==> src/verilog/softmax_pkg.sv <==
`default_nettype none

package softmax_pkg;

  // vector geometry
  localparam int LANE_COUNT = 4;
  localparam int ELEM_WIDTH = 16;
  localparam int VEC_WIDTH  = LANE_COUNT * ELEM_WIDTH;

  // buffer and memory addressing
  localparam int ADDR_WIDTH = 7;
  localparam int BUF_DEPTH  = 1 << ADDR_WIDTH;

  // signed fixed point, 8 integer and 8 fraction bits
  typedef logic signed [ELEM_WIDTH-1:0] elem_t;

  // lane 0 in the low bits
  typedef logic [VEC_WIDTH-1:0] vec_t;

  typedef logic [ADDR_WIDTH-1:0] addr_t;

  // seed of the running max and floor of the subtraction
  localparam elem_t ELEM_MIN = 16'sh8000;

  typedef enum logic [2:0] {
    IDLE,
    LOAD,
    DRAIN,
    SUBTRACT,
    FINISH
  } ctrl_state_t;

endpackage

`default_nettype wire
==> src/verilog/pass_ctrl_if.sv <==
`timescale 1ns/1ps
`default_nettype none

interface pass_ctrl_if import softmax_pkg::*; ();

  // load pass
  logic  load_en;
  addr_t wr_addr;
  logic  max_clear;

  // subtract pass
  logic  rd_en;
  addr_t rd_addr;
  logic  sub_en;

  modport ctrl (
    output load_en,
    output wr_addr,
    output max_clear,
    output rd_en,
    output rd_addr,
    output sub_en
  );

  modport dp (
    input load_en,
    input wr_addr,
    input max_clear,
    input rd_en,
    input rd_addr,
    input sub_en
  );

endinterface

`default_nettype wire

==> src/verilog/max_subtract.sv <==
`timescale 1ns/1ps
`default_nettype none

module max_subtract import softmax_pkg::*; (
  input  logic    clk,
  input  logic    reset,
  input  vec_t    vec_in,
  input  elem_t   max_in,
  output vec_t    result,
  output logic    result_valid,
  pass_ctrl_if.dp ctl
);

  vec_t diff_sat;

  for (genvar i = 0; i < LANE_COUNT; i++) begin : g_lane
    elem_t                 a;
    logic signed [ELEM_WIDTH:0] diff;

    assign a = vec_in[i*ELEM_WIDTH +: ELEM_WIDTH];

    // one extra bit so the difference cannot wrap
    assign diff = {a[ELEM_WIDTH-1], a} - {max_in[ELEM_WIDTH-1], max_in};

    // clamp at the most negative element
    assign diff_sat[i*ELEM_WIDTH +: ELEM_WIDTH] =
      (diff < ELEM_MIN) ? ELEM_MIN : diff[ELEM_WIDTH-1:0];
  end

  always_ff @(posedge clk) begin
    if (reset) begin
      result       <= '0;
      result_valid <= 1'b0;
    end else begin
      result_valid <= ctl.sub_en;
      if (ctl.sub_en) begin
        result <= diff_sat;
      end
    end
  end

endmodule

`default_nettype wire

==> src/flat_wrapper.sv <==
// flat-port wrapper written by rule: the top's interface ports become plain ports
module max_subtract_flat import softmax_pkg::*;
  (clk, reset, vec_in, max_in, result, result_valid, ctl_load_en, ctl_wr_addr, ctl_max_clear, ctl_rd_en, ctl_rd_addr, ctl_sub_en);
  pass_ctrl_if ctl_i ();
  input  logic clk;
  input  logic reset;
  input  vec_t vec_in;
  input  elem_t max_in;
  output vec_t result;
  output logic result_valid;
  input wire logic [$bits(ctl_i.load_en)-1:0] ctl_load_en;
  input wire logic [$bits(ctl_i.wr_addr)-1:0] ctl_wr_addr;
  input wire logic [$bits(ctl_i.max_clear)-1:0] ctl_max_clear;
  input wire logic [$bits(ctl_i.rd_en)-1:0] ctl_rd_en;
  input wire logic [$bits(ctl_i.rd_addr)-1:0] ctl_rd_addr;
  input wire logic [$bits(ctl_i.sub_en)-1:0] ctl_sub_en;
  assign ctl_i.load_en = ctl_load_en;
  assign ctl_i.wr_addr = ctl_wr_addr;
  assign ctl_i.max_clear = ctl_max_clear;
  assign ctl_i.rd_en = ctl_rd_en;
  assign ctl_i.rd_addr = ctl_rd_addr;
  assign ctl_i.sub_en = ctl_sub_en;
  max_subtract u_core (.clk(clk), .reset(reset), .vec_in(vec_in), .max_in(max_in), .result(result), .result_valid(result_valid), .ctl(ctl_i));
endmodule
==> config.mk <==
export PLATFORM = sky130hd
export DESIGN_NAME = max_subtract_flat
export DESIGN_NICKNAME = d
export VERILOG_FILES = /design/src/verilog/softmax_pkg.sv /design/src/verilog/pass_ctrl_if.sv /design/src/verilog/max_subtract.sv /design/src/flat_wrapper.sv
export SDC_FILE = /design/constraint.sdc
export NUM_CORES = 1
export LEC_CHECK = 0
export BUFFER_PORTS_ARGS = -buffer_cell sky130_fd_sc_hd__buf_2
export CAP_MARGIN = 30
export CORE_MARGIN = 1.5
export CORE_UTILIZATION = 48
export CTS_BUF_LIST = sky130_fd_sc_hd__clkbuf_4 sky130_fd_sc_hd__clkbuf_8 sky130_fd_sc_hd__clkbuf_16
export CTS_CLUSTER_SIZE = 30
export DETAILED_ROUTE_END_ITERATION = 10
export GPL_ROUTABILITY_DRIVEN = 0
export PLACE_DENSITY = 0.75
export SLEW_MARGIN = 5
export SYNTH_ARGS = -nofsm -noshare
export SYNTH_HDL_FRONTEND = slang
export SYNTH_SLANG_ARGS = --single-unit
export TNS_END_PERCENT = 5
==> constraint.sdc <==
create_clock -name clk -period 4.83 [get_ports clk]
set_input_delay 0.966 -clock clk [delete_from_list [all_inputs] [get_ports clk]]
set_output_delay 0.966 -clock clk [all_outputs]
set_load 0.02 [all_outputs]
==> impl_metrics.py <==
metrics = {
    "cts": {
        "numCtsBuffers": 9,
        "cts_resized": 0,
        "cts.reportedPaths.clkPinSlew_ns": 0.07,
        "cts_max_level": 3,
        "cts_num_sinks": 65,
        "post_cts_buffers": 0,
        "ctsHoldBuffers": 0,
        "tritoncts": "done",
        "clockRootBuffer": "clkbuf_8",
        "ctsLongestPathBuffers": 2,
        "clk_latency_ns": 0.34,
    },
    "sta": {
        "fmax_ghz": 0.272,
        "fin_hold_ws_ns": 0.447,
        "worst_slew_pin_slew_ns": 0.759,
        "finalSetupTns_ns": 0,
        "maxSlewHeadroom_pct": 49.4,
        "final_max_slew_viol_count": 0,
        "setup_ws_ns": 1.15,
        "period_share_pct": 76.1,
        "layout_min_cycle_time_ns": 3.68,
        "setup_viol": 0,
        "rsz0062_at_grt": "false",
        "hold_viol": 0,
        "finClkSkew_ns": 0,
    },
    "synth": {
        "ys.flop_type": "dfxtp_1",
        "syn_area_mm2": 0.00495,
        "synth.avg_cell_area_um2": 8.69,
        "synth_async_sr_flop_share_pct": 0,
        "synth-edff-count": 0,
        "postSynthCellCount": 570,
        "synth-seq-cells": 65,
        "yosys_warnings": 0,
        "ys_seq_area_share_pct": 26.3,
        "ys_types": 59,
        "synth_nets": 738,
    },
    "drt": {
        "drc": 0,
        "via_per_inst": 5.74,
        "wl_per_cell_um": 16.6,
        "num_vias": 4905,
        "wl_um": 14200,
        "drt-pass1-iter-count": 4,
        "drtAntennaViolNets": 0,
        "detail_route.iter0.violations": 179,
    },
    "grt": {
        "gr-total-overflow": 0,
        "antenna_found_initial": 0,
        "grt_max_degree": 61,
        "grt_pass1_wl_um": 22700,
        "track_usage_pct": 26.0,
        "grt_pass1_vias": 4774,
    },
    "critical_path": {
        "startpoint_type": "primary input",
        "timing.rr.end": "u_core.result[15]$_SDFFE_PP0P_",
        "arrival_ns": 3.92,
        "worstRegToRegCells": 2,
        "crit_fanout": 8,
        "cp-end-kind": "flip-flop",
        "path_class": "in2reg",
        "r2r_start": "u_core.result[15]$_SDFFE_PP0P_",
        "r2r_slack_ns": 3.98,
        "critPathRequiredTime_ns": 5.07,
    },
    "floorplan": {
        "pin_count": 165,
        "die_area_mm2": 0.0109,
        "start_util_pct": 50.0,
        "core_mm2": 0.00991,
        "die_w_um": 105,
        "dieHeight_um": 105,
        "rows": 36,
    },
    "outcome": {
        "outcome": "completed",
    },
    "final_layout": {
        "final_area_mm2": 0.00600,
        "final_cell_mix": "147 x buf_2, 65 x dfxtp_1, 64 x ha_1",
        "final_core_util_pct": 60.5,
        "final_common_cell": "buf_2",
        "fin_nets": 886,
        "area_growth_pct": 21.0,
        "diodes": 0,
        "final_layout_size_suffix_gt1_share_pct": 24.8,
        "stdcell_count": 855,
    },
    "power_and_ir_drop": {
        "p_per_area_mw_per_mm2": 287,
        "leakagePower_nw": 3.00,
        "vdd_drop_max_mv": 0.127,
        "total_power_mw": 1.72,
    },
    "placement": {
        "portBuffers": 147,
        "pre_cts_ws_ns": 0.836,
        "place_area_mm2": 0.00583,
        "dpl.hpwl_um": 10700,
        "dp_cells": 840,
    },
    "min_path": {
        "hold_end": "u_core.result[26]$_SDFFE_PP0P_",
        "holdPathStages": 2,
        "min_from": "u_core.result[26]$_SDFFE_PP0P_",
        "hp-class": "reg2reg",
    },
    "job": {
        "cap_violations": 0,
    },
}
[synth_stat cells, drive strengths merged (5+ instances only)]
cell,n,area (µm²)
and3,8,50.1
nor2,28,105
o21a,11,82.6
clkbuf,11,41.3
inv,43,161
nand3,7,35.0
nor3,5,25.0
a211o,6,52.6
o31ai,15,113
a21oi,47,239
xor2,17,149
ha,64,801
o211ai,6,50.1
a211oi,5,37.5
xnor2,29,254
a21o,16,120
a22o,43,377
nand2,43,161
o21bai,5,37.5
nand2b,6,37.5
o21ai,20,100
dfxtp,65,1300
[flip-flops by register name, indices dropped and copies added, names as in the netlist]
register and flops:
u_core.result 64, u_core.result_valid 1
[per-layer routing]
layer | GRT usage, % | routed length (µm) | part of all wire, % | vias to the layer above
met2 | 45.3 | 6810 | 48 | 156
met5 | 0 | 0 | 0 | -
met1 | 31.0 | 6120 | 43 | 2279
met4 | 13.6 | 569 | 4.0 | 0
met3 | 3.56 | 666 | 4.7 | 37
li1 | - | - | - | 2433
[cells by family (layout without fill, tap and decap cells)]
kind of cell | count (synthesis) | in the layout | share of synthesized area [%]
XOR/XNOR | 46 | 46 | 8.13
flip-flops | 65 | 65 | 26.3
AO/OA/AOI/OAI | 212 | 212 | 31.4
multiplexers | 1 | 1 | 0.227
AND/OR/NAND/NOR | 121 | 121 | 11.7
adder cells (fa/ha/maj) | 68 | 68 | 17.8
buffers and inverters | 57 | 209 | 4.52
[layout make-up]
cell class	count	area (µm²)
multi-input combinational	448	3440
tap	133	166
fill	905	3910
sequential	65	1300
clock inverter	4	20.0
inverter	43	161
timing repair buffer	151	766
clock buffer	11	145
[how the worst max path moves through the flow]
stage,to,depth (start not counted),from
2_1_floorplan,u_core.result[50]$_SDFFE_PP0P_,12,vec_in[48]
3_3_place_gp,u_core.result[45]$_SDFFE_PP0P_,10,max_in[4]
3_5_place_dp,u_core.result[45]$_SDFFE_PP0P_,11,max_in[4]
4_1_cts,u_core.result[45]$_SDFFE_PP0P_,11,max_in[4]
5_1_grt,u_core.result[12]$_SDFFE_PP0P_,10,max_in[6]
6_report,u_core.result[45]$_SDFFE_PP0P_,11,max_in[4]
[critical path, stage by stage]
cell and delay [ns]:
buf_2 0.10, inv_1 0.24, ha_1 0.34, a2111oi_1 0.63
o21ai_0 0.20, a21oi_1 0.37, o21a_1 0.21, o21a_1 0.19
a21oi_1 0.20, buf_4 0.27, a22o_1 0.20
[power breakdown]
part / internal, mW / switching (mW)
combinational: 0.285 / 0.395
sequential: 0.599 / 0.0307
clock: 0.200 / 0.213
total: 1.08 / 0.638
Power figures use the tool's default switching activity.
