<file path="config.mk">
export PLATFORM = sky130hd
export DESIGN_NAME = prenorm_ctrl_flat
export DESIGN_NICKNAME = d
export VERILOG_FILES = /design/src/verilog/softmax_pkg.sv /design/src/verilog/pass_ctrl_if.sv /design/src/verilog/prenorm_ctrl.sv /design/src/flat_wrapper.sv
export SDC_FILE = /design/constraint.sdc
export NUM_CORES = 1
export LEC_CHECK = 0
export BUFFER_PORTS_ARGS = -buffer_cell sky130_fd_sc_hd__buf_2
export CAP_MARGIN = 10
export CORE_ASPECT_RATIO = 1.2
export CORE_MARGIN = 2
export CORE_UTILIZATION = 50
export CTS_CLUSTER_SIZE = 30
export DETAILED_ROUTE_END_ITERATION = 8
export GPL_ROUTABILITY_DRIVEN = 0
export HOLD_SLACK_MARGIN = 0.1
export PLACE_DENSITY = 0.86
export SYNTH_ARGS = -nofsm -noshare
export SYNTH_HDL_FRONTEND = slang
export SYNTH_SLANG_ARGS = --single-unit
</file>
<file path="constraint.sdc">
create_clock -name clk -period 2 [get_ports clk]
set_input_delay 0.4 -clock clk [delete_from_list [all_inputs] [get_ports clk]]
set_output_delay 0.4 -clock clk [all_outputs]
set_load 0.1 [all_outputs]
</file>
<file path="src/verilog/softmax_pkg.sv">
`default_nettype none

package softmax_pkg;

  // vector geometry
  localparam int LANE_COUNT = 4;
  localparam int ELEM_WIDTH = 16;
  localparam int VEC_WIDTH  = LANE_COUNT * ELEM_WIDTH;

  // buffer and memory addressing
  localparam int ADDR_WIDTH = 7;
  localparam int BUF_DEPTH  = 1 << ADDR_WIDTH;

  // signed fixed point, 8 integer and 8 fraction bits
  typedef logic signed [ELEM_WIDTH-1:0] elem_t;

  // lane 0 in the low bits
  typedef logic [VEC_WIDTH-1:0] vec_t;

  typedef logic [ADDR_WIDTH-1:0] addr_t;

  // seed of the running max and floor of the subtraction
  localparam elem_t ELEM_MIN = 16'sh8000;

  typedef enum logic [2:0] {
    IDLE,
    LOAD,
    DRAIN,
    SUBTRACT,
    FINISH
  } ctrl_state_t;

endpackage

`default_nettype wire
</file>
<file path="src/verilog/pass_ctrl_if.sv">
`timescale 1ns/1ps
`default_nettype none

interface pass_ctrl_if import softmax_pkg::*; ();

  // load pass
  logic  load_en;
  addr_t wr_addr;
  logic  max_clear;

  // subtract pass
  logic  rd_en;
  addr_t rd_addr;
  logic  sub_en;

  modport ctrl (
    output load_en,
    output wr_addr,
    output max_clear,
    output rd_en,
    output rd_addr,
    output sub_en
  );

  modport dp (
    input load_en,
    input wr_addr,
    input max_clear,
    input rd_en,
    input rd_addr,
    input sub_en
  );

endinterface

`default_nettype wire

</file>
<file path="src/verilog/prenorm_ctrl.sv">
`timescale 1ns/1ps
`default_nettype none

module prenorm_ctrl import softmax_pkg::*; (
  input  logic      clk,
  input  logic      reset,
  input  logic      start,
  input  addr_t     start_addr,
  input  addr_t     end_addr,
  output addr_t     mem_addr,
  output logic      busy,
  output logic      done,
  pass_ctrl_if.ctrl ctl
);

  ctrl_state_t state;

  addr_t start_q;
  addr_t end_q;
  addr_t last_addr;
  addr_t load_addr;
  addr_t rd_addr;
  addr_t wr_addr_q;

  logic load_en_q;
  logic rd_run;
  logic rd_en;
  logic sub_en_q;
  logic sub_d;
  logic accept;
  logic empty_in;
  logic empty_q;

  assign busy      = (state == LOAD) || (state == DRAIN) || (state == SUBTRACT);
  assign done      = (state == FINISH);
  assign accept    = start && !busy;
  assign empty_in  = (end_addr <= start_addr);
  assign empty_q   = (end_q <= start_q);
  assign last_addr = end_q - addr_t'(1);
  assign rd_en     = (state == SUBTRACT) && rd_run;
  assign mem_addr  = load_addr;

  assign ctl.load_en   = load_en_q;
  assign ctl.wr_addr   = wr_addr_q;
  assign ctl.max_clear = accept;
  assign ctl.rd_en     = rd_en;
  assign ctl.rd_addr   = rd_addr;
  assign ctl.sub_en    = sub_en_q;

  // memory answers one cycle after the address
  always_ff @(posedge clk) begin
    wr_addr_q <= load_addr;
  end

  always_ff @(posedge clk) begin
    if (reset) begin
      state     <= IDLE;
      load_addr <= '0;
      rd_addr   <= '0;
      rd_run    <= 1'b0;
      load_en_q <= 1'b0;
      sub_en_q  <= 1'b0;
      sub_d     <= 1'b0;
    end else begin
      load_en_q <= (state == LOAD);
      sub_en_q  <= rd_en;
      // mirrors result_valid of the subtractor
      sub_d     <= sub_en_q;
      case (state)
        IDLE, FINISH: begin
          state <= IDLE;
          if (accept) begin
            start_q   <= start_addr;
            end_q     <= end_addr;
            load_addr <= start_addr;
            // empty range skips the load pass
            state     <= empty_in ? DRAIN : LOAD;
          end
        end
        LOAD: begin
          load_addr <= load_addr + addr_t'(1);
          if (load_addr == last_addr) begin
            state <= DRAIN;
          end
        end
        DRAIN: begin
          rd_addr <= start_q;
          rd_run  <= !empty_q;
          state   <= empty_q ? FINISH : SUBTRACT;
        end
        SUBTRACT: begin
          if (rd_run) begin
            rd_addr <= rd_addr + addr_t'(1);
            if (rd_addr == last_addr) begin
              rd_run <= 1'b0;
            end
          end
          // last result is out this cycle
          if (sub_d && !sub_en_q) begin
            state <= FINISH;
          end
        end
        default: state <= IDLE;
      endcase
    end
  end

endmodule

`default_nettype wire

</file>
<file path="src/flat_wrapper.sv">
// flat-port wrapper written by rule: the top's interface ports become plain ports
module prenorm_ctrl_flat import softmax_pkg::*;
  (clk, reset, start, start_addr, end_addr, mem_addr, busy, done, ctl_load_en, ctl_wr_addr, ctl_max_clear, ctl_rd_en, ctl_rd_addr, ctl_sub_en);
  pass_ctrl_if ctl_i ();
  input  logic clk;
  input  logic reset;
  input  logic start;
  input  addr_t start_addr;
  input  addr_t end_addr;
  output addr_t mem_addr;
  output logic busy;
  output logic done;
  output wire logic [$bits(ctl_i.load_en)-1:0] ctl_load_en;
  output wire logic [$bits(ctl_i.wr_addr)-1:0] ctl_wr_addr;
  output wire logic [$bits(ctl_i.max_clear)-1:0] ctl_max_clear;
  output wire logic [$bits(ctl_i.rd_en)-1:0] ctl_rd_en;
  output wire logic [$bits(ctl_i.rd_addr)-1:0] ctl_rd_addr;
  output wire logic [$bits(ctl_i.sub_en)-1:0] ctl_sub_en;
  assign ctl_load_en = ctl_i.load_en;
  assign ctl_wr_addr = ctl_i.wr_addr;
  assign ctl_max_clear = ctl_i.max_clear;
  assign ctl_rd_en = ctl_i.rd_en;
  assign ctl_rd_addr = ctl_i.rd_addr;
  assign ctl_sub_en = ctl_i.sub_en;
  prenorm_ctrl u_core (.clk(clk), .reset(reset), .start(start), .start_addr(start_addr), .end_addr(end_addr), .mem_addr(mem_addr), .busy(busy), .done(done), .ctl(ctl_i));
endmodule
</file>
==> results of run 1 <==
## metal layers
layer,GRT usage,vias up,share of wire
met5,0,-,0
met4,0.1367,0,0.053
met3,0.05524,27,0.059
met2,0.4160,96,0.49
met1,0.2733,1011,0.40
li1,-,1025,-
## critical path: stages (launching register included)
cell and delay, ps:
edfxtp_1 400, buf_4 170, nor3_4 240, xnor2_2 180
o221ai_1 160, a221o_1 290, o31ai_2 250, nor3b_2 190
## per-stage QoR
stage | util | total power [mW] | setup WS, ps | instance area [µm²] | instances
after floorplan | - | 2.271 | -219.2 | 2369 | 252
after global placement | 0.5940 | 2.520 | 119.5 | 2709 | 355
after detailed placement | 0.5940 | 2.549 | 12.95 | 2709 | 355
after CTS | 0.6181 | 3.177 | 15.42 | 2819 | 363
after global routing | 0.6241 | 3.327 | -62.04 | 2846 | 365
final | 0.6241 | 3.191 | 51.98 | 2846 | 365
## cells in the mapped netlist, types with 2 or more instances
cell type / instances
dfxtp_1: 28
a21oi_1: 27
nor2_1: 23
inv_1: 18
ha_1: 17
edfxtp_1: 14
nand2_1: 14
a211oi_1: 7
nand3_1: 7
o21ai_1: 7
nor2b_1: 6
xor2_1: 6
clkbuf_1: 4
nand2b_1: 4
nand4_1: 4
nor3_1: 4
xnor2_1: 4
a22oi_1: 3
and2_1: 3
buf_2: 3
nand3b_1: 3
nor4_1: 3
o211ai_1: 3
o22ai_1: 3
a2111oi_0: 2
a31o_1: 2
a31oi_1: 2
mux2i_1: 2
o21ai_0: 2
o21bai_1: 2
o221ai_1: 2
or2_1: 2
xnor3_1: 2
## flip-flops by register name (all words and copies together) (netlist names)
signal / cells
u_core.ctl.rd_addr: 7
u_core.ctl.wr_addr: 7
u_core.end_q: 7
u_core.mem_addr: 7
u_core.start_q: 7
u_core.state: 3
u_core.ctl.load_en: 1
u_core.ctl.sub_en: 1
u_core.rd_run: 1
u_core.sub_d: 1
## cell families (layout without fill, tap and decap cells)
| family | count (synthesis) | count (layout) | share of synthesized area |
|---|---|---|---|
| compound gates | 69 | 69 | 0.1878 |
| mux | 2 | 2 | 0.008511 |
| xor+xnor | 13 | 13 | 0.06330 |
| buf+inv | 28 | 83 | 0.04946 |
| fa+ha+maj | 17 | 17 | 0.09042 |
| flops | 42 | 42 | 0.4170 |
| simple gates | 81 | 81 | 0.1835 |
## path summary, 6_finish.rpt
| check | slack, ps | end | depth (start not counted) | from |
|---|---|---|---|---|
| setup / recovery | 50 | u_core.state[1]$_SDFFE_PP0P_ | 7 | u_core.end_q[0]$_DFFE_PP_ |
| hold / removal | 290 | u_core.end_q[0]$_DFFE_PP_ | 1 | end_addr[0] |
| setup reg to reg | 50 | u_core.state[1]$_SDFFE_PP0P_ | 7 | u_core.end_q[0]$_DFFE_PP_ |
| hold reg to reg | 420 | u_core.ctl.wr_addr[1]$_DFF_P_ | 0 | u_core.mem_addr[1]$_SDFFE_PP0P_ |
## repair_timing
| action | in CTS | in global routing |
|---|---|---|
| hold buffers | 0 | 0 |
| setup buffers | 0 | 2 |
| gates resized for setup | 1 | 4 |
| pin swaps | 0 | 1 |
| endpoints found under the setup margin | 1 | 6 |
## power breakdown
part	internal [mW]	switching [mW]	leakage (nW)
Combinational	0.358	1.05	0.803
Clock	0.323	0.307	0.0539
Sequential	1.01	0.140	0.362
Total	1.69	1.50	1.22
## layout make-up
| class | count | area (µm²) | area share |
|---|---|---|---|
| Sequential cell | 42 | 989.7 | 0.3477 |
| Tap cell | 58 | 72.57 | 0.02549 |
| Timing Repair Buffer | 56 | 332.8 | 0.1169 |
| Clock inverter | 1 | 6.256 | 0.002198 |
| Inverter | 19 | 71.32 | 0.02505 |
| Multi-Input combinational cell | 182 | 1276 | 0.4484 |
| Clock buffer | 7 | 97.59 | 0.03429 |
==> flow_summary.toml, run 1 <==
[outcome]
outcome = "finished, final reports clean"

[route]
viasPerCell = 5.915
wl_mm = 5.859
wl_per_cell_um = 16.05
ant_nets = 0
first_pass_iters = 4
post-route-drc-count = 0
num_vias = 2159
dr.first_iter.drc_count = 175

[yosys]
synth_edf_count = 14
synthDistinctLibCells = 52
synth_ff_type = "dfxtp_1"
yosysTopAreaCell = "dfxtp_1"
syn_inst = 252
yosysSeqAreaShare = 0.4170
yosysWarnings = 0
ys_ff_latch = 42
yosysTopAreaCellShare = 0.2383
synth_area_um2 = 2352
synth_nets = 286
synth_area_leaders = "dfxtp_1 (24%), edfxtp_1 (18%), ha_1 (9.0%)"
synthArstFlopShare = 0
avgSynthCellArea_um2 = 9.334

[clock_tree]
cts_tree = "yes"
clkLatencyLatePin_ps = 300
cts_buffers = 5
clock-sinks = 42
cts_root_buffer = "clkbuf_8"
htreeDepth = 2
clkTransAtPathRegs_ps = 80
cts_max_path_buffers = 2

[floorplan]
start_util = 0.5158
die_y_um = 79.14
die_w_um = 66.62
coreArea_um2 = 4561
num_rows = 27
ios = 44
die-area_um2 = 5272

[worst_setup_path]
crit_path_end_kind = "flop"
required_ps = 2240
startpoint_type = "flop"
criticalPathCategory = "flop to flop"
worst_ep_arrival_time_ps = 2180
crit_fanout = 3

[sta]
slew_headroom = 0.5945
fin_skew_ps = 3.849
fin_setup_tns_ps = 0
worstMarginPinSlew_ps = 592.9
rsz0062_at_grt = "yes"
setup_viol = 0
drv_slew = 0
hold_violations = 0
period_share = 0.9740
whs_ps = 287.2
min_period_ps = 1948
max_freq_ghz = 0.5133

[cells_and_area]
mostFrequentLayoutCell = "buf_2"
nNetsFinal = 340
final_cell_mix = "buf_2 (40), a21oi_1 (27), nor2_1 (21), dfxtp_1 (21), inv_1 (18)"
fillCellCount = 384
drive_gt1_frac = 0.2671
diodes = 0
syn_to_final_growth_pct = 21.01

[grt]
grt_pass1_vias = 2080
grt_overflow = 0
grt_use_total = 0.2431
grt_antenna_before_repair = 0
grt_max_degree = 23
grt_pass1_wl_mm = 9.694

[power]
p_per_area_nw_per_um2 = 1121
leakage_nw = 1.219
irDropWorstVdd_mv = 0.6500

[hold_path]
hold_class = "input port to flop"

[place]
io_buffers = 43
hpwl_mm = 4.402

[job]
drv_cap = 0
Power figures use the tool's default switching activity.
==> run 2: changes to the inputs <==
Settings changed: CORE_UTILIZATION 50 to 47, PLACE_DENSITY 0.86 to 0.82.
==> flow_summary.toml, run 2 (synthesis gave the netlist of run 1 again) <==
[sta]
period_share = 0.9660
slew_headroom = 0.6764
worstMarginPinSlew_ps = 488.8
max_freq_ghz = 0.5176
hold_violations = 0
rsz0062_at_grt = "yes"
min_period_ps = 1932
whs_ps = 287.3
setup_viol = 0
drv_slew = 0
fin_skew_ps = 4.647

[route]
ant_nets = 0
num_vias = 2090
wl_mm = 5.625
viasPerCell = 5.710
first_pass_iters = 4
wl_per_cell_um = 15.37
post-route-drc-count = 0
dr.first_iter.drc_count = 192

[worst_setup_path]
crit_family = "compound AO/OA/AOI/OAI gates"
startpoint_type = "flop"
required_ps = 2240
cp.buffers_inverters = 1
critPathSlowestCell = "edfxtp_1"
crit_path_end_kind = "flop"
worst_ep_arrival_time_ps = 2170
crit_fanout = 3
criticalPathCategory = "flop to flop"
critPathMaxStageDelay_ps = 420
cp_cell_sequence = "buf_4 > nor3_4 > xnor2_2 > o221ai_1 > a221o_1 > o31ai_2 > nor3b_2"

[power]
p_per_area_nw_per_um2 = 1122
leakage_nw = 1.216
power_mw = 3.203
irDropWorstVdd_mv = 0.7024

[cells_and_area]
nNetsFinal = 339
diodes = 0
final_cell_mix = "buf_2 (40), a21oi_1 (27), nor2_1 (21), dfxtp_1 (21), inv_1 (18)"
drive_gt1_frac = 0.2712
mostFrequentLayoutCell = "buf_2"
final_util = 0.5861
syn_to_final_growth_pct = 21.33
fillCellCount = 430

[grt]
grt_use_total = 0.2199
grt_overflow = 0
grt_pass1_vias = 1940
grt_antenna_before_repair = 0
grt_max_degree = 23
grt_pass1_wl_mm = 9.094

[clock_tree]
clkLatencyLatePin_ps = 300
clock-sinks = 42
cts_max_path_buffers = 2
cts_hold_buf = 0
clkTransAtPathRegs_ps = 80
cts_root_buffer = "clkbuf_8"
cts_buffers = 5
htreeDepth = 2
cts_tree = "yes"

[floorplan]
start_util = 0.4830
ios = 44
die_w_um = 68.58
die-area_um2 = 5589
coreArea_um2 = 4870
num_rows = 28
die_y_um = 81.50

[place]
io_buffers = 43
hpwl_mm = 4.298

[hold_path]
hold_class = "input port to flop"

[job]
drv_cap = 0

[outcome]
outcome = "finished, final reports clean"
## run 2: cell types whose count changed in the layout (fill, tap and decap cells not counted), sizes merged
cell and change:
buf -1, clkbuf +1, inv -1
## run 2: cell type report
cell class	instances	area, µm²	share of cell area
multi-input cells	182	1281	0.4489
flip-flops and latches	42	989.7	0.3468
well taps	60	75.07	0.02630
inverters	19	71.32	0.02499
clock buffers	8	111.4	0.03902
repair buffers	55	325.3	0.1140
## run 2: stage by stage
step / instances / setup TNS, ps / setup WS, ps / area, µm²
2_1_floorplan: 252 / -219.2 / -219.2 / 2369
3_3_place_gp: 356 / 0 / 89.20 / 2704
3_5_place_dp: 356 / 0 / 39.62 / 2704
4_1_cts: 364 / 0 / 13.64 / 2824
5_1_grt: 366 / -31.70 / -20.97 / 2854
6_report: 366 / 0 / 68.06 / 2854
## run 2: worst reg2reg max path, delay by kind of cell, from the launching register on
kind / cells / cell delay, ps
AOI/OAI and AO/OA: 3 / 700
and+or+nand+nor: 2 / 430
buffers and inverters: 1 / 160
DFF: 1 / 420
xor gates and xnor gates: 1 / 170
## run 2: worst paths after layout
path	from	end	slack [ps]	depth (start not counted)
hold reg to reg	u_core.mem_addr[1]$_SDFFE_PP0P_	u_core.ctl.wr_addr[1]$_DFF_P_	420	0
setup reg to reg	u_core.end_q[0]$_DFFE_PP_	u_core.state[1]$_SDFFE_PP0P_	70	7
setup / recovery	u_core.end_q[0]$_DFFE_PP_	u_core.state[1]$_SDFFE_PP0P_	70	7
hold / removal	start_addr[2]	u_core.start_q[2]$_DFFE_PP_	290	1
## run 2: power breakdown
group          switching, mW  internal (mW)  leakage (nW)  total, mW
combinational           1.05          0.355         0.798       1.40
sequential             0.143           1.01         0.362       1.15
clock                  0.293          0.357        0.0566      0.650
## run 2: per-layer routing
metal	GRT usage	share of wire	up-vias
met4	0.09400	0.026	0
met2	0.3827	0.52	65
li1	-	-	1023
met3	0.04658	0.058	10
met5	0	0	-
met1	0.2559	0.40	992
## run 2: what timing repair did
action | in CTS | in global routing
resized for setup | 2 | 5
endpoints found under the setup margin | 1 | 5
endpoints found under the hold margin | 0 | 0
setup buffers | 0 | 2
