`config.mk`:
```
export PLATFORM = sky130hd
export DESIGN_NAME = lane_max_tree_flat
export DESIGN_NICKNAME = d
export VERILOG_FILES = /design/src/verilog/softmax_pkg.sv /design/src/verilog/pass_ctrl_if.sv /design/src/verilog/lane_max_tree.sv /design/src/flat_wrapper.sv
export SDC_FILE = /design/constraint.sdc
export NUM_CORES = 1
export LEC_CHECK = 0
export BUFFER_PORTS_ARGS = -buffer_cell sky130_fd_sc_hd__buf_2
export CAP_MARGIN = 20
export CORE_ASPECT_RATIO = 0.7
export CORE_MARGIN = 2
export CORE_UTILIZATION = 50
export CTS_CLUSTER_SIZE = 16
export DETAILED_ROUTE_END_ITERATION = 10
export PLACE_DENSITY = 0.85
export SLEW_MARGIN = 10
export SYNTH_ARGS = -nofsm -noshare
export SYNTH_HDL_FRONTEND = slang
export SYNTH_SLANG_ARGS = --single-unit
```
`constraint.sdc`:
```
create_clock -name clk -period 9.5 [get_ports clk]
set_input_delay 0.95 -clock clk [delete_from_list [all_inputs] [get_ports clk]]
set_output_delay 0.95 -clock clk [all_outputs]
set_load 0.02 [all_outputs]
```
`src/verilog/softmax_pkg.sv`:
```
`default_nettype none

package softmax_pkg;

  // vector geometry
  localparam int LANE_COUNT = 4;
  localparam int ELEM_WIDTH = 16;
  localparam int VEC_WIDTH  = LANE_COUNT * ELEM_WIDTH;

  // buffer and memory addressing
  localparam int ADDR_WIDTH = 7;
  localparam int BUF_DEPTH  = 1 << ADDR_WIDTH;

  // signed fixed point, 8 integer and 8 fraction bits
  typedef logic signed [ELEM_WIDTH-1:0] elem_t;

  // lane 0 in the low bits
  typedef logic [VEC_WIDTH-1:0] vec_t;

  typedef logic [ADDR_WIDTH-1:0] addr_t;

  // seed of the running max and floor of the subtraction
  localparam elem_t ELEM_MIN = 16'sh8000;

  typedef enum logic [2:0] {
    IDLE,
    LOAD,
    DRAIN,
    SUBTRACT,
    FINISH
  } ctrl_state_t;

endpackage

`default_nettype wire
```
`src/verilog/pass_ctrl_if.sv`:
```
`timescale 1ns/1ps
`default_nettype none

interface pass_ctrl_if import softmax_pkg::*; ();

  // load pass
  logic  load_en;
  addr_t wr_addr;
  logic  max_clear;

  // subtract pass
  logic  rd_en;
  addr_t rd_addr;
  logic  sub_en;

  modport ctrl (
    output load_en,
    output wr_addr,
    output max_clear,
    output rd_en,
    output rd_addr,
    output sub_en
  );

  modport dp (
    input load_en,
    input wr_addr,
    input max_clear,
    input rd_en,
    input rd_addr,
    input sub_en
  );

endinterface

`default_nettype wire

```
`src/verilog/lane_max_tree.sv`:
```
`timescale 1ns/1ps
`default_nettype none

module lane_max_tree import softmax_pkg::*; (
  input  logic    clk,
  input  logic    reset,
  input  vec_t    vec_in,
  output elem_t   max_out,
  pass_ctrl_if.dp ctl
);

  function automatic elem_t max2(input elem_t a, input elem_t b);
    return (a > b) ? a : b;
  endfunction

  elem_t lane [LANE_COUNT];
  elem_t max_01;
  elem_t max_23;
  elem_t tree_max;
  elem_t run_max;

  for (genvar i = 0; i < LANE_COUNT; i++) begin : g_lane
    assign lane[i] = vec_in[i*ELEM_WIDTH +: ELEM_WIDTH];
  end

  // first level pairs adjacent lanes
  assign max_01 = max2(lane[0], lane[1]);
  assign max_23 = max2(lane[2], lane[3]);

  assign tree_max = max2(max_01, max_23);

  // running max across the whole load pass
  always_ff @(posedge clk) begin
    if (reset || ctl.max_clear) begin
      run_max <= ELEM_MIN;
    end else if (ctl.load_en) begin
      run_max <= max2(run_max, tree_max);
    end
  end

  assign max_out = run_max;

endmodule

`default_nettype wire

```
`src/flat_wrapper.sv`:
```
// flat-port wrapper written by rule: the top's interface ports become plain ports
module lane_max_tree_flat import softmax_pkg::*;
  (clk, reset, vec_in, max_out, ctl_load_en, ctl_wr_addr, ctl_max_clear, ctl_rd_en, ctl_rd_addr, ctl_sub_en);
  pass_ctrl_if ctl_i ();
  input  logic clk;
  input  logic reset;
  input  vec_t vec_in;
  output elem_t max_out;
  input wire logic [$bits(ctl_i.load_en)-1:0] ctl_load_en;
  input wire logic [$bits(ctl_i.wr_addr)-1:0] ctl_wr_addr;
  input wire logic [$bits(ctl_i.max_clear)-1:0] ctl_max_clear;
  input wire logic [$bits(ctl_i.rd_en)-1:0] ctl_rd_en;
  input wire logic [$bits(ctl_i.rd_addr)-1:0] ctl_rd_addr;
  input wire logic [$bits(ctl_i.sub_en)-1:0] ctl_sub_en;
  assign ctl_i.load_en = ctl_load_en;
  assign ctl_i.wr_addr = ctl_wr_addr;
  assign ctl_i.max_clear = ctl_max_clear;
  assign ctl_i.rd_en = ctl_rd_en;
  assign ctl_i.rd_addr = ctl_rd_addr;
  assign ctl_i.sub_en = ctl_sub_en;
  lane_max_tree u_core (.clk(clk), .reset(reset), .vec_in(vec_in), .max_out(max_out), .ctl(ctl_i));
endmodule
```
==> metrics, run 1 <==
status finished, final reports clean; clock root buffer clkbuf_8; worst r2r src u_core.max_out[1]; unrepaired setup endpoints after global routing false; final non-filler cell total 536; Power Dens Cells 136 mW/mm²; RePlAce Congestion 0.912; Hold Crit Class register to register; clk slew on worst S/H paths around 0.06 ns; post-cts sizing count 0; kind of critical path primary input to register; TNS Setup 0 ns; dpl cells 533; Max Cap Violations 0; Max Root-Sink Buffers 2; clock skew 0.00463 ns; initial DRC count 135; cts-stage hold buffer count 0; Ys Warns 0; Critical Path End u_core.max_out[0]; FF-to-FF setup slack 6.70 ns; Seq cells post-synth 16; number of synthesized flops with an enable pin 0; crit path DAT 8.50 ns; Synth area leaders ha_1 (25%), dfxtp_1 (10%), mux2_2 (8.8%); Seq pwr share 17.6%; Area Overhead vs Synth 17.4%; mapped cell area ~0.0031 mm²; Die Width 97.7 µm; Syn Nets 530; total vias in the final route 3130; FF-to-FF path depth 12; Setup Buffers After CTS 0; Antenna diodes 0; Initial Util 52.8%; internal power 0.249 mW; Top-Level Pins 100; worst skew pair latency about 0.25 ns; Die Ht 69.6 µm; post-synth top area share around 25%; P_sw 0.240 mW; CP max stage delay 0.70 ns; Slowest cell on crit path mux2_1; Final Hold Fails 0; synthesized instance count 384; CTS tree yes; pin count of the biggest net entering global routing 33; vias in the first global route between 3000 and 4000; Least-Margin Pin Slew 0.726 ns; Placeable Area 0.00581 mm²; initial antenna violation count 0; port buffer count 83; combinational share of power 71.6%; Post-route DRC 0; relative slew slack 51.6%; Synth cell types 52; CP Capture Type register; Post-DP HPWL 6.95 mm; # rows 23; post-layout min period 8.33 ns; CP Launch Point vec_in[63]; leading area contributor after synthesis ha_1; WHS Path Cells 2; GRT Util Overall 24.5%; DRT Pass-1 Iters 4; fmax 0.120 GHz; worst path required time 9.67 ns; Final Cycle Share 87.7%; H-tree levels 1; Overflow after GRT 0; nets 609; TritonCTS Sinks 16; Startpoint Class primary input; max reg flops 16; drt total wl between 8 and 9 mm; layout cells sized above 1 29.7%; Vias/cell just under 6; total CTS buffers 3; sequential area share after synthesis between 10% and 20%; worst hold slack 0.533 ns; switching share of power between 40% and 50%; Post-synth ARST share 0%; routed len/inst 15.2 µm; clock network fraction of total power a little over a tenth; Final Slew Violations 0; syn_area_per_cell 8.00 µm²; Top FF cell, synth dfxtp_1; Critical Path Most Common Cell a21o_1; first-pass GRT wire length ~14 mm; Static Leak 1.84 nW; worst-path fanout max 32; Finish-stage setup viols 0; peak supply drop 0.0588 mV; die area 0.00679 mm²; Final ANT Viol Nets 0; worst flop-to-flop path endpoint u_core.max_out[0]
## critical path: cells and delay by family
kind	cells	cell delay, ns
mux	2	1.16
compound gates	17	3.46
buf+inv	5	0.91
fa+ha+maj	3	0.85
simple gates	7	1.16
## synth_stat cells, types with 2 or more instances
cell / number
a2111oi_0: 2
a21o_1: 12
a21oi_1: 15
a31oi_1: 2
and2_1: 2
buf_2: 4
buf_4: 2
clkbuf_1: 8
dfxtp_1: 16
ha_1: 62
inv_1: 64
mux2_2: 24
mux2_4: 2
mux2i_1: 5
nand2_1: 26
nand2b_1: 2
nand3_1: 3
nand4_1: 12
nor2_1: 11
nor2b_1: 4
nor3_1: 3
o211ai_1: 15
o21a_1: 6
o21ai_0: 37
o21ai_1: 3
o221ai_1: 5
o221ai_2: 9
or3_1: 2
xnor2_1: 3
## cell families (layout without fill, tap and decap cells)
family,count (synthesis),in the layout,synth area share (%)
AOI/OAI and AO/OA,117,117,28.1
buffers and inverters,80,157,10.4
and+or+nand+nor,72,72,12.1
adders and majority gates,63,63,25.6
muxes,33,33,12.5
DFF,16,16,10.4
xor gates and xnor gates,3,3,0.856
## routing by layer
layer	wire length [µm]	vias to the layer above	GRT usage, %	part of all wire, %
li1	-	1566	-	-
met1	3450	1437	30.7	42
met2	3660	110	41.5	45
met3	816	17	5.54	10
met4	216	0	8.18	2.7
met5	0	-	0	0
## stage by stage
stage          util [%]  setup slack, ns  instance area (µm²)  power [mW]
4_1_cts            62.0             1.23                 3600       0.488
3_5_place_dp       61.3            0.986                 3560       0.433
6_report           62.0             1.17                 3600       0.489
3_3_place_gp       61.3             1.19                 3560       0.417
2_1_floorplan         -             1.26                 3070       0.341
5_1_grt            62.0            0.676                 3600       0.535
## layout by cell type, fill, tap and decap left out, drive strengths merged, types with 2 or more instances in the layout
cell / instances
xnor2: 3
o21a: 6
o221ai: 14
a31oi: 2
dfxtp: 16
nor2b: 4
nand4: 13
nand2: 26
nand3: 3
nand2b: 2
a21oi: 15
clkbuf: 3
nor2: 11
o211ai: 15
mux2i: 6
ha: 62
buf: 90
or3: 2
inv: 64
o21ai: 41
a21o: 12
nor4: 2
nor3: 3
a2111oi: 2
and2: 2
mux2: 27
## power groups by stage
stage / Clock (mW) / Combinational (mW) / Sequential, mW
after floorplan: 0 / 0.243 / 0.0984
after global placement: 0 / 0.329 / 0.0875
after detailed placement: 0 / 0.345 / 0.0879
after CTS: 0.0550 / 0.347 / 0.0863
after global routing: 0.0574 / 0.390 / 0.0876
final: 0.0527 / 0.350 / 0.0861
## area by class of cell
class,instances,area (µm²)
clock buffers,3,41.3
fillers,495,2210
inverters,64,240
multi-input cells,288,2440
flip-flops and latches,16,320
well taps,75,93.8
repair buffers,90,468
## how the worst min path moves through the flow
stage,start,endpoint,slack (ns)
final,u_core.max_out[6],u_core.max_out[6],0.53
after global routing,u_core.max_out[14],u_core.max_out[14],0.55
after global placement,u_core.max_out[1],u_core.max_out[1],0.50
after floorplan,u_core.max_out[14],u_core.max_out[14],0.58
after detailed placement,u_core.max_out[1],u_core.max_out[1],0.53
after CTS,u_core.max_out[6],u_core.max_out[6],0.54
Power figures use the tool's default switching activity.
==> inputs of run 2 (changes only) <==
--- a/config.mk
+++ b/config.mk
@@ -5,14 +5,13 @@
 export SDC_FILE = /design/constraint.sdc
 export NUM_CORES = 1
 export LEC_CHECK = 0
-export BUFFER_PORTS_ARGS = -buffer_cell sky130_fd_sc_hd__buf_2
 export CAP_MARGIN = 20
 export CORE_ASPECT_RATIO = 0.7
 export CORE_MARGIN = 2
 export CORE_UTILIZATION = 50
 export CTS_CLUSTER_SIZE = 16
 export DETAILED_ROUTE_END_ITERATION = 10
-export PLACE_DENSITY = 0.85
+export DONT_BUFFER_PORTS = 1
 export SLEW_MARGIN = 10
 export SYNTH_ARGS = -nofsm -noshare
 export SYNTH_HDL_FRONTEND = slang
==> run 2 against run 1 <==
  * Critical path depth shrank 2
  * Total power down 8.6%
  * Non-clock buffer count shrank 84
  * Global-route usage is 1.8 points lower
  * First-iteration DRC count fell by 23%
  * Wire length shrank 9.2%
  * Flip-flop and latch count is the same
  * Critical path type unchanged
  * Final area fell by 12%
  * Hold slack improved by 0.087 ns
==> metrics, run 2 (synthesis results as in run 1) <==
Static Leak 1.48 nW; Pwr Total around 0.45 mW; clock network fraction of total power 11.6%; worst skew pair latency 0.25 ns; most common cell after layout, fill and taps aside inv_1; relative slew slack 59.5%; Hold Crit Class register to register; Die Width 97.7 µm; # rows 23; Least-Margin Pin Slew 0.605 ns; Final Slew Violations 0; peak supply drop 0.105 mV; GRT Util Overall 22.6%; Startpoint Class primary input; worst r2r src u_core.max_out[1]; Util after Layout 54.7%; pin count of the biggest net entering global routing 33; Slowest cell on crit path o21ai_4; Max Cap Violations 0; Power Dens Cells 140 mW/mm²; Setup Buffers After CTS 0; Final Cell Area 0.00318 mm²; initial antenna violation count 0; Placeable Area about 0.0058 mm²; Area Overhead vs Synth 3.59%; CP max stage delay 0.53 ns; post-cts sizing count 0; layout cells sized above 1 between 10 and 15%; Final ANT Viol Nets 0; die area 0.00679 mm²; vias in the first global route 2761; worst path required time 9.67 ns; P_sw ~0.22 mW; Top-Level Pins 100; Critical Path End u_core.max_out[2]; RePlAce Congestion 0.855; unrepaired setup endpoints after global routing false; nets between 500 and 600; crit path DAT 8.33 ns; fmax 0.123 GHz; internal power approximately 0.23 mW; Initial Util 52.8%; CP Capture Type register; max reg flops 16; Max Root-Sink Buffers 2; post-layout min period just over 8 ns; FF-to-FF setup slack 6.56 ns; routed len/inst about 16 µm; placed cell areas ~0.0031 mm²; port buffer count 0; worst hold slack 0.620 ns; switching share of power between 40% and 50%; TNS Setup 0 ns; Post-route DRC 0; Finish-stage setup viols 0; total vias in the final route 2680; Vias/cell 5.93; Final Cycle Share 85.9%; total CTS buffers 3; Critical Path Most Common Cell a21o_1; FF-to-FF path depth 12; CTS tree yes; clock root buffer clkbuf_8; worst flop-to-flop path endpoint u_core.max_out[2]; clock skew 0.00564 ns; kind of critical path primary input to register; clk slew on worst S/H paths 0.06 ns; Antenna diodes 0; status finished, final reports clean; Post-DP HPWL 6.33 mm; CP Launch Point vec_in[31]; cts-stage hold buffer count 0; DRT Pass-1 Iters 4; TritonCTS Sinks 16; initial DRC count 104; worst-path fanout max 32; Die Ht a little under 70 µm; Overflow after GRT 0; most frequent cells in the layout inv_1 (64), ha_1 (62), o21ai_0 (36); Final Hold Fails 0; Seq pwr share 22.3%; first-pass GRT wire length 12.7 mm; drt total wl about 7.4 mm; H-tree levels 1; combinational share of power ~66%
## run 2: per-layer routing
layer	track usage [%]	part of all wire, %	vias up
li1	-	-	1391
met5	0	0	-
met1	29.8	47	1209
met4	3.86	1.6	0
met2	38.6	45	70
met3	5.04	6.4	10
## run 2: worst max-delay path: cells and delay by family
family | cells | cell delay, ns
fa+ha+maj | 3 | 0.92
simple gates | 7 | 1.45
compound gates | 18 | 3.94
mux | 1 | 0.43
buf+inv | 3 | 0.64
## run 2: power groups by stage
stage | Combinational, mW | Sequential [mW] | Clock, mW
6_report | 0.295 | 0.0995 | 0.0517
5_1_grt | 0.343 | 0.101 | 0.0559
4_1_cts | 0.296 | 0.100 | 0.0536
3_5_place_dp | 0.294 | 0.102 | 0
3_3_place_gp | 0.290 | 0.101 | 0
2_1_floorplan | 0.243 | 0.0984 | 0
## run 2: worst min path at each step
| stage | slack [ns] | depth (start not counted) | startpoint | end |
|---|---|---|---|---|
| floorplan | 0.58 | 2 | u_core.max_out[14] | u_core.max_out[14] |
| global placement | 0.61 | 2 | u_core.max_out[14] | u_core.max_out[14] |
| detailed placement | 0.61 | 2 | u_core.max_out[14] | u_core.max_out[14] |
| CTS | 0.62 | 2 | u_core.max_out[14] | u_core.max_out[14] |
| global route | 0.65 | 2 | u_core.max_out[14] | u_core.max_out[14] |
| finish | 0.62 | 2 | u_core.max_out[14] | u_core.max_out[14] |
## run 2: area by class of cell
| class | instances | area, µm² |
|---|---|---|
| Fill cell | 582 | 2630 |
| Multi-Input combinational cell | 288 | 2440 |
| Sequential cell | 16 | 320 |
| Inverter | 64 | 240 |
| Tap cell | 75 | 93.8 |
| Timing Repair Buffer | 6 | 45.0 |
| Clock buffer | 3 | 41.3 |
## run 2: through the flow
stage	worst slack, ns	std cells
floorplan	1.26	384
global placement	1.11	449
detailed placement	1.10	449
CTS	1.32	452
global route	0.822	452
finish	1.34	452
==> inputs of run 3 (changes only) <==
--- a/config.mk
+++ b/config.mk
@@ -5,6 +5,7 @@
 export SDC_FILE = /design/constraint.sdc
 export NUM_CORES = 1
 export LEC_CHECK = 0
+export ABC_AREA = 1
 export CAP_MARGIN = 20
 export CORE_ASPECT_RATIO = 0.7
 export CORE_MARGIN = 2
@@ -12,6 +13,7 @@
 export CTS_CLUSTER_SIZE = 16
 export DETAILED_ROUTE_END_ITERATION = 10
 export DONT_BUFFER_PORTS = 1
+export SKIP_CTS_REPAIR_TIMING = 1
 export SLEW_MARGIN = 10
 export SYNTH_ARGS = -nofsm -noshare
 export SYNTH_HDL_FRONTEND = slang
==> run 3 against run 2 <==
  * Die area is 1.8% lower
  * Total power increased by 30%
  * Flip-flop and latch count unchanged
  * First-iteration DRC count is 34% higher
  * Wire length increased by 2.0%
  * Global-route usage grew 0.34 points
  * Sequential power is 21% higher
  * Final cell count is 25% higher
  * Critical path type unchanged
  * Largest power group unchanged
  * Highest routed layer unchanged
==> metrics, run 3 <==
initial DRC count ~140; Synth cell types 33; leading area contributor after synthesis ha_1; most frequent cells in the layout nand2_1 (113), inv_1 (89), nor2_1 (62), ha_1 (62), a21oi_1 (36); combinational share of power between 70% and 80%; Post-DP HPWL 6.51 mm; GRT Util Overall 23.0%; max reg flops 16; Antenna diodes 0; pin count of the biggest net entering global routing 31; TritonCTS Sinks 16; clk slew on worst S/H paths 0.06 ns; Fill cells 639; clock network fraction of total power 8.7%; Startpoint Class primary input; Ys Warns 0; sequential area share after synthesis 10.6%; number of synthesized flops with an enable pin 0; Final Cycle Share 77.4%; Static Leak 1.78 nW; fmax between 0.1 and 0.15 GHz; unrepaired setup endpoints after global routing false; clock root buffer clkbuf_8; CP Capture Type register; Seq pwr share 20.7%; layout cells sized above 1 2.45%; RePlAce Congestion between 0.8 and 0.9; worst-path fanout max 30; post-layout min period 7.35 ns; synthesized instance count 501; Final ANT Viol Nets 0; CP max stage delay 0.70 ns; Critical Path Most Common Cell nand2_1; drt total wl 7.54 mm; nets 637; routed len/inst 13.4 µm; TNS Setup 0 ns; crit path DAT 7.50 ns; FF-to-FF setup slack 6.46 ns; total CTS buffers 3; Top-Level Pins 100; Hold Crit Class register to register; Max Cap Violations 0; peak supply drop 0.100 mV; worst path required time 9.65 ns; CTS tree yes; total vias in the final route between 3000 and 4000; Final Slew Violations 0; dpl cells 561; internal power 0.264 mW; Initial Util a little over half; H-tree levels 1; Least-Margin Pin Slew 0.915 ns; worst skew pair latency roughly 0.25 ns; Slowest cell on crit path inv_1; Vias/cell roughly 5.3; Die Ht 68.9 µm; P_sw 0.316 mW; Placeable Area 0.00578 mm²; post-synth top area share 25.8%; switching share of power between 50% and 60%; Post-synth ARST share 0%; final non-filler cell total between 500 and 600; Seq cells post-synth 16; die area 0.00667 mm²; first-pass GRT wire length 12.5 mm; Final Hold Fails 0; Die Width 96.8 µm; syn_area_per_cell around 6 µm²; relative slew slack 39.0%; Area Overhead vs Synth 2.12%; vias in the first global route 2737; DRT Pass-1 Iters 5; Top FF cell, synth dfxtp_1; mapped cell area approximately 0.0030 mm²; most frequent cells after synthesis nand2_1 (113), inv_1 (89), ha_1 (62), nor2_1 (62), a21oi_1 (36); Post-route DRC 0; port buffer count 0; Synth area leaders ha_1 (26%), nand2_1 (14%), inv_1 (11%); status finished, final reports clean; most common cell after layout, fill and taps aside nand2_1; # rows 23; Max Root-Sink Buffers 2; initial antenna violation count 0; clock skew 0.000649 ns; Overflow after GRT 0; Power Dens Cells 189 mW/mm²; Finish-stage setup viols 0; count leader, synth nand2_1; kind of critical path primary input to register; Syn Nets 647
==> run 3: changes by cell type after synthesis, sizes merged, moves of 10 or more <==
cell / before / now
and2: 2 / 14
a21o: 12 / 2
nand2: 26 / 115
o211ai: 15 / 0
nand3: 3 / 29
inv: 64 / 89
o21ai: 41 / 19
a21oi: 15 / 36
nor2: 11 / 62
nand4: 13 / 27
o221ai: 14 / 1
mux2: 27 / 0
==> run 3: worst paths after layout <==
check                                        start                 end  depth (start not counted)
worst max-delay path                    vec_in[59]  u_core.max_out[10]                         31
worst min-delay path            u_core.max_out[15]  u_core.max_out[15]                          2
worst max register to register   u_core.max_out[9]  u_core.max_out[10]                         13
worst min register to register  u_core.max_out[15]  u_core.max_out[15]                          2
==> run 3: layout make-up <==
type | count | area, µm² | area share, %
clock buffers | 3 | 41.3 | 1.34
inverters | 89 | 334 | 10.9
multi-input cells | 381 | 2290 | 74.3
flip-flops and latches | 16 | 320 | 10.4
well taps | 75 | 93.8 | 3.05
==> run 3: logic make-up after synthesis <==
group,count (synthesis),synth area share [%]
AOI/OAI and AO/OA,65,11.7
xor gates and xnor gates,1,0.291
adders and majority gates,62,25.8
buffers and inverters,104,13.5
DFF,16,10.6
and+or+nand+nor,253,38.1
==> run 3: power by group through the flow <==
stage                     combinational (mW)  clock [mW]  sequential (mW)
after floorplan                        0.334           0            0.117
after global placement                 0.396           0            0.122
after detailed placement               0.405           0            0.122
after CTS                              0.408      0.0532            0.121
after global routing                   0.477      0.0556            0.123
final                                  0.409      0.0506            0.120
==> run 3: routing by layer <==
layer  share of wire (%)  up-vias  GRT usage [%]
met5                   0        -              0
met4                0.36        0           1.41
met3                 5.9        2           5.14
met2                  44       91           40.0
met1                  50     1305           30.9
li1                    -     1607              -
==> run 3: critical path: cells and delay by family <==
kind,cells,cell delay [ns]
AND/OR/NAND/NOR,18,3.56
AO/OA/AOI/OAI,5,1.08
adder cells (fa/ha/maj),3,0.90
buffers and inverters,4,0.85
XOR/XNOR,1,0.14
==> run 3: stage by stage <==
| stage | setup slack, ns | hold slack [ns] | utilization [%] | power [mW] | area (µm²) |
|---|---|---|---|---|---|
| floorplan | 3.09 | 0.618 | - | 0.451 | 3010 |
| global placement | 1.98 | 0.647 | 52.5 | 0.518 | 3030 |
| detailed placement | 1.90 | 0.654 | 52.5 | 0.527 | 3030 |
| CTS | 2.14 | 0.669 | 53.2 | 0.582 | 3080 |
| global route | 1.38 | 0.698 | 53.2 | 0.656 | 3080 |
| finish | 2.15 | 0.659 | 53.2 | 0.580 | 3080 |
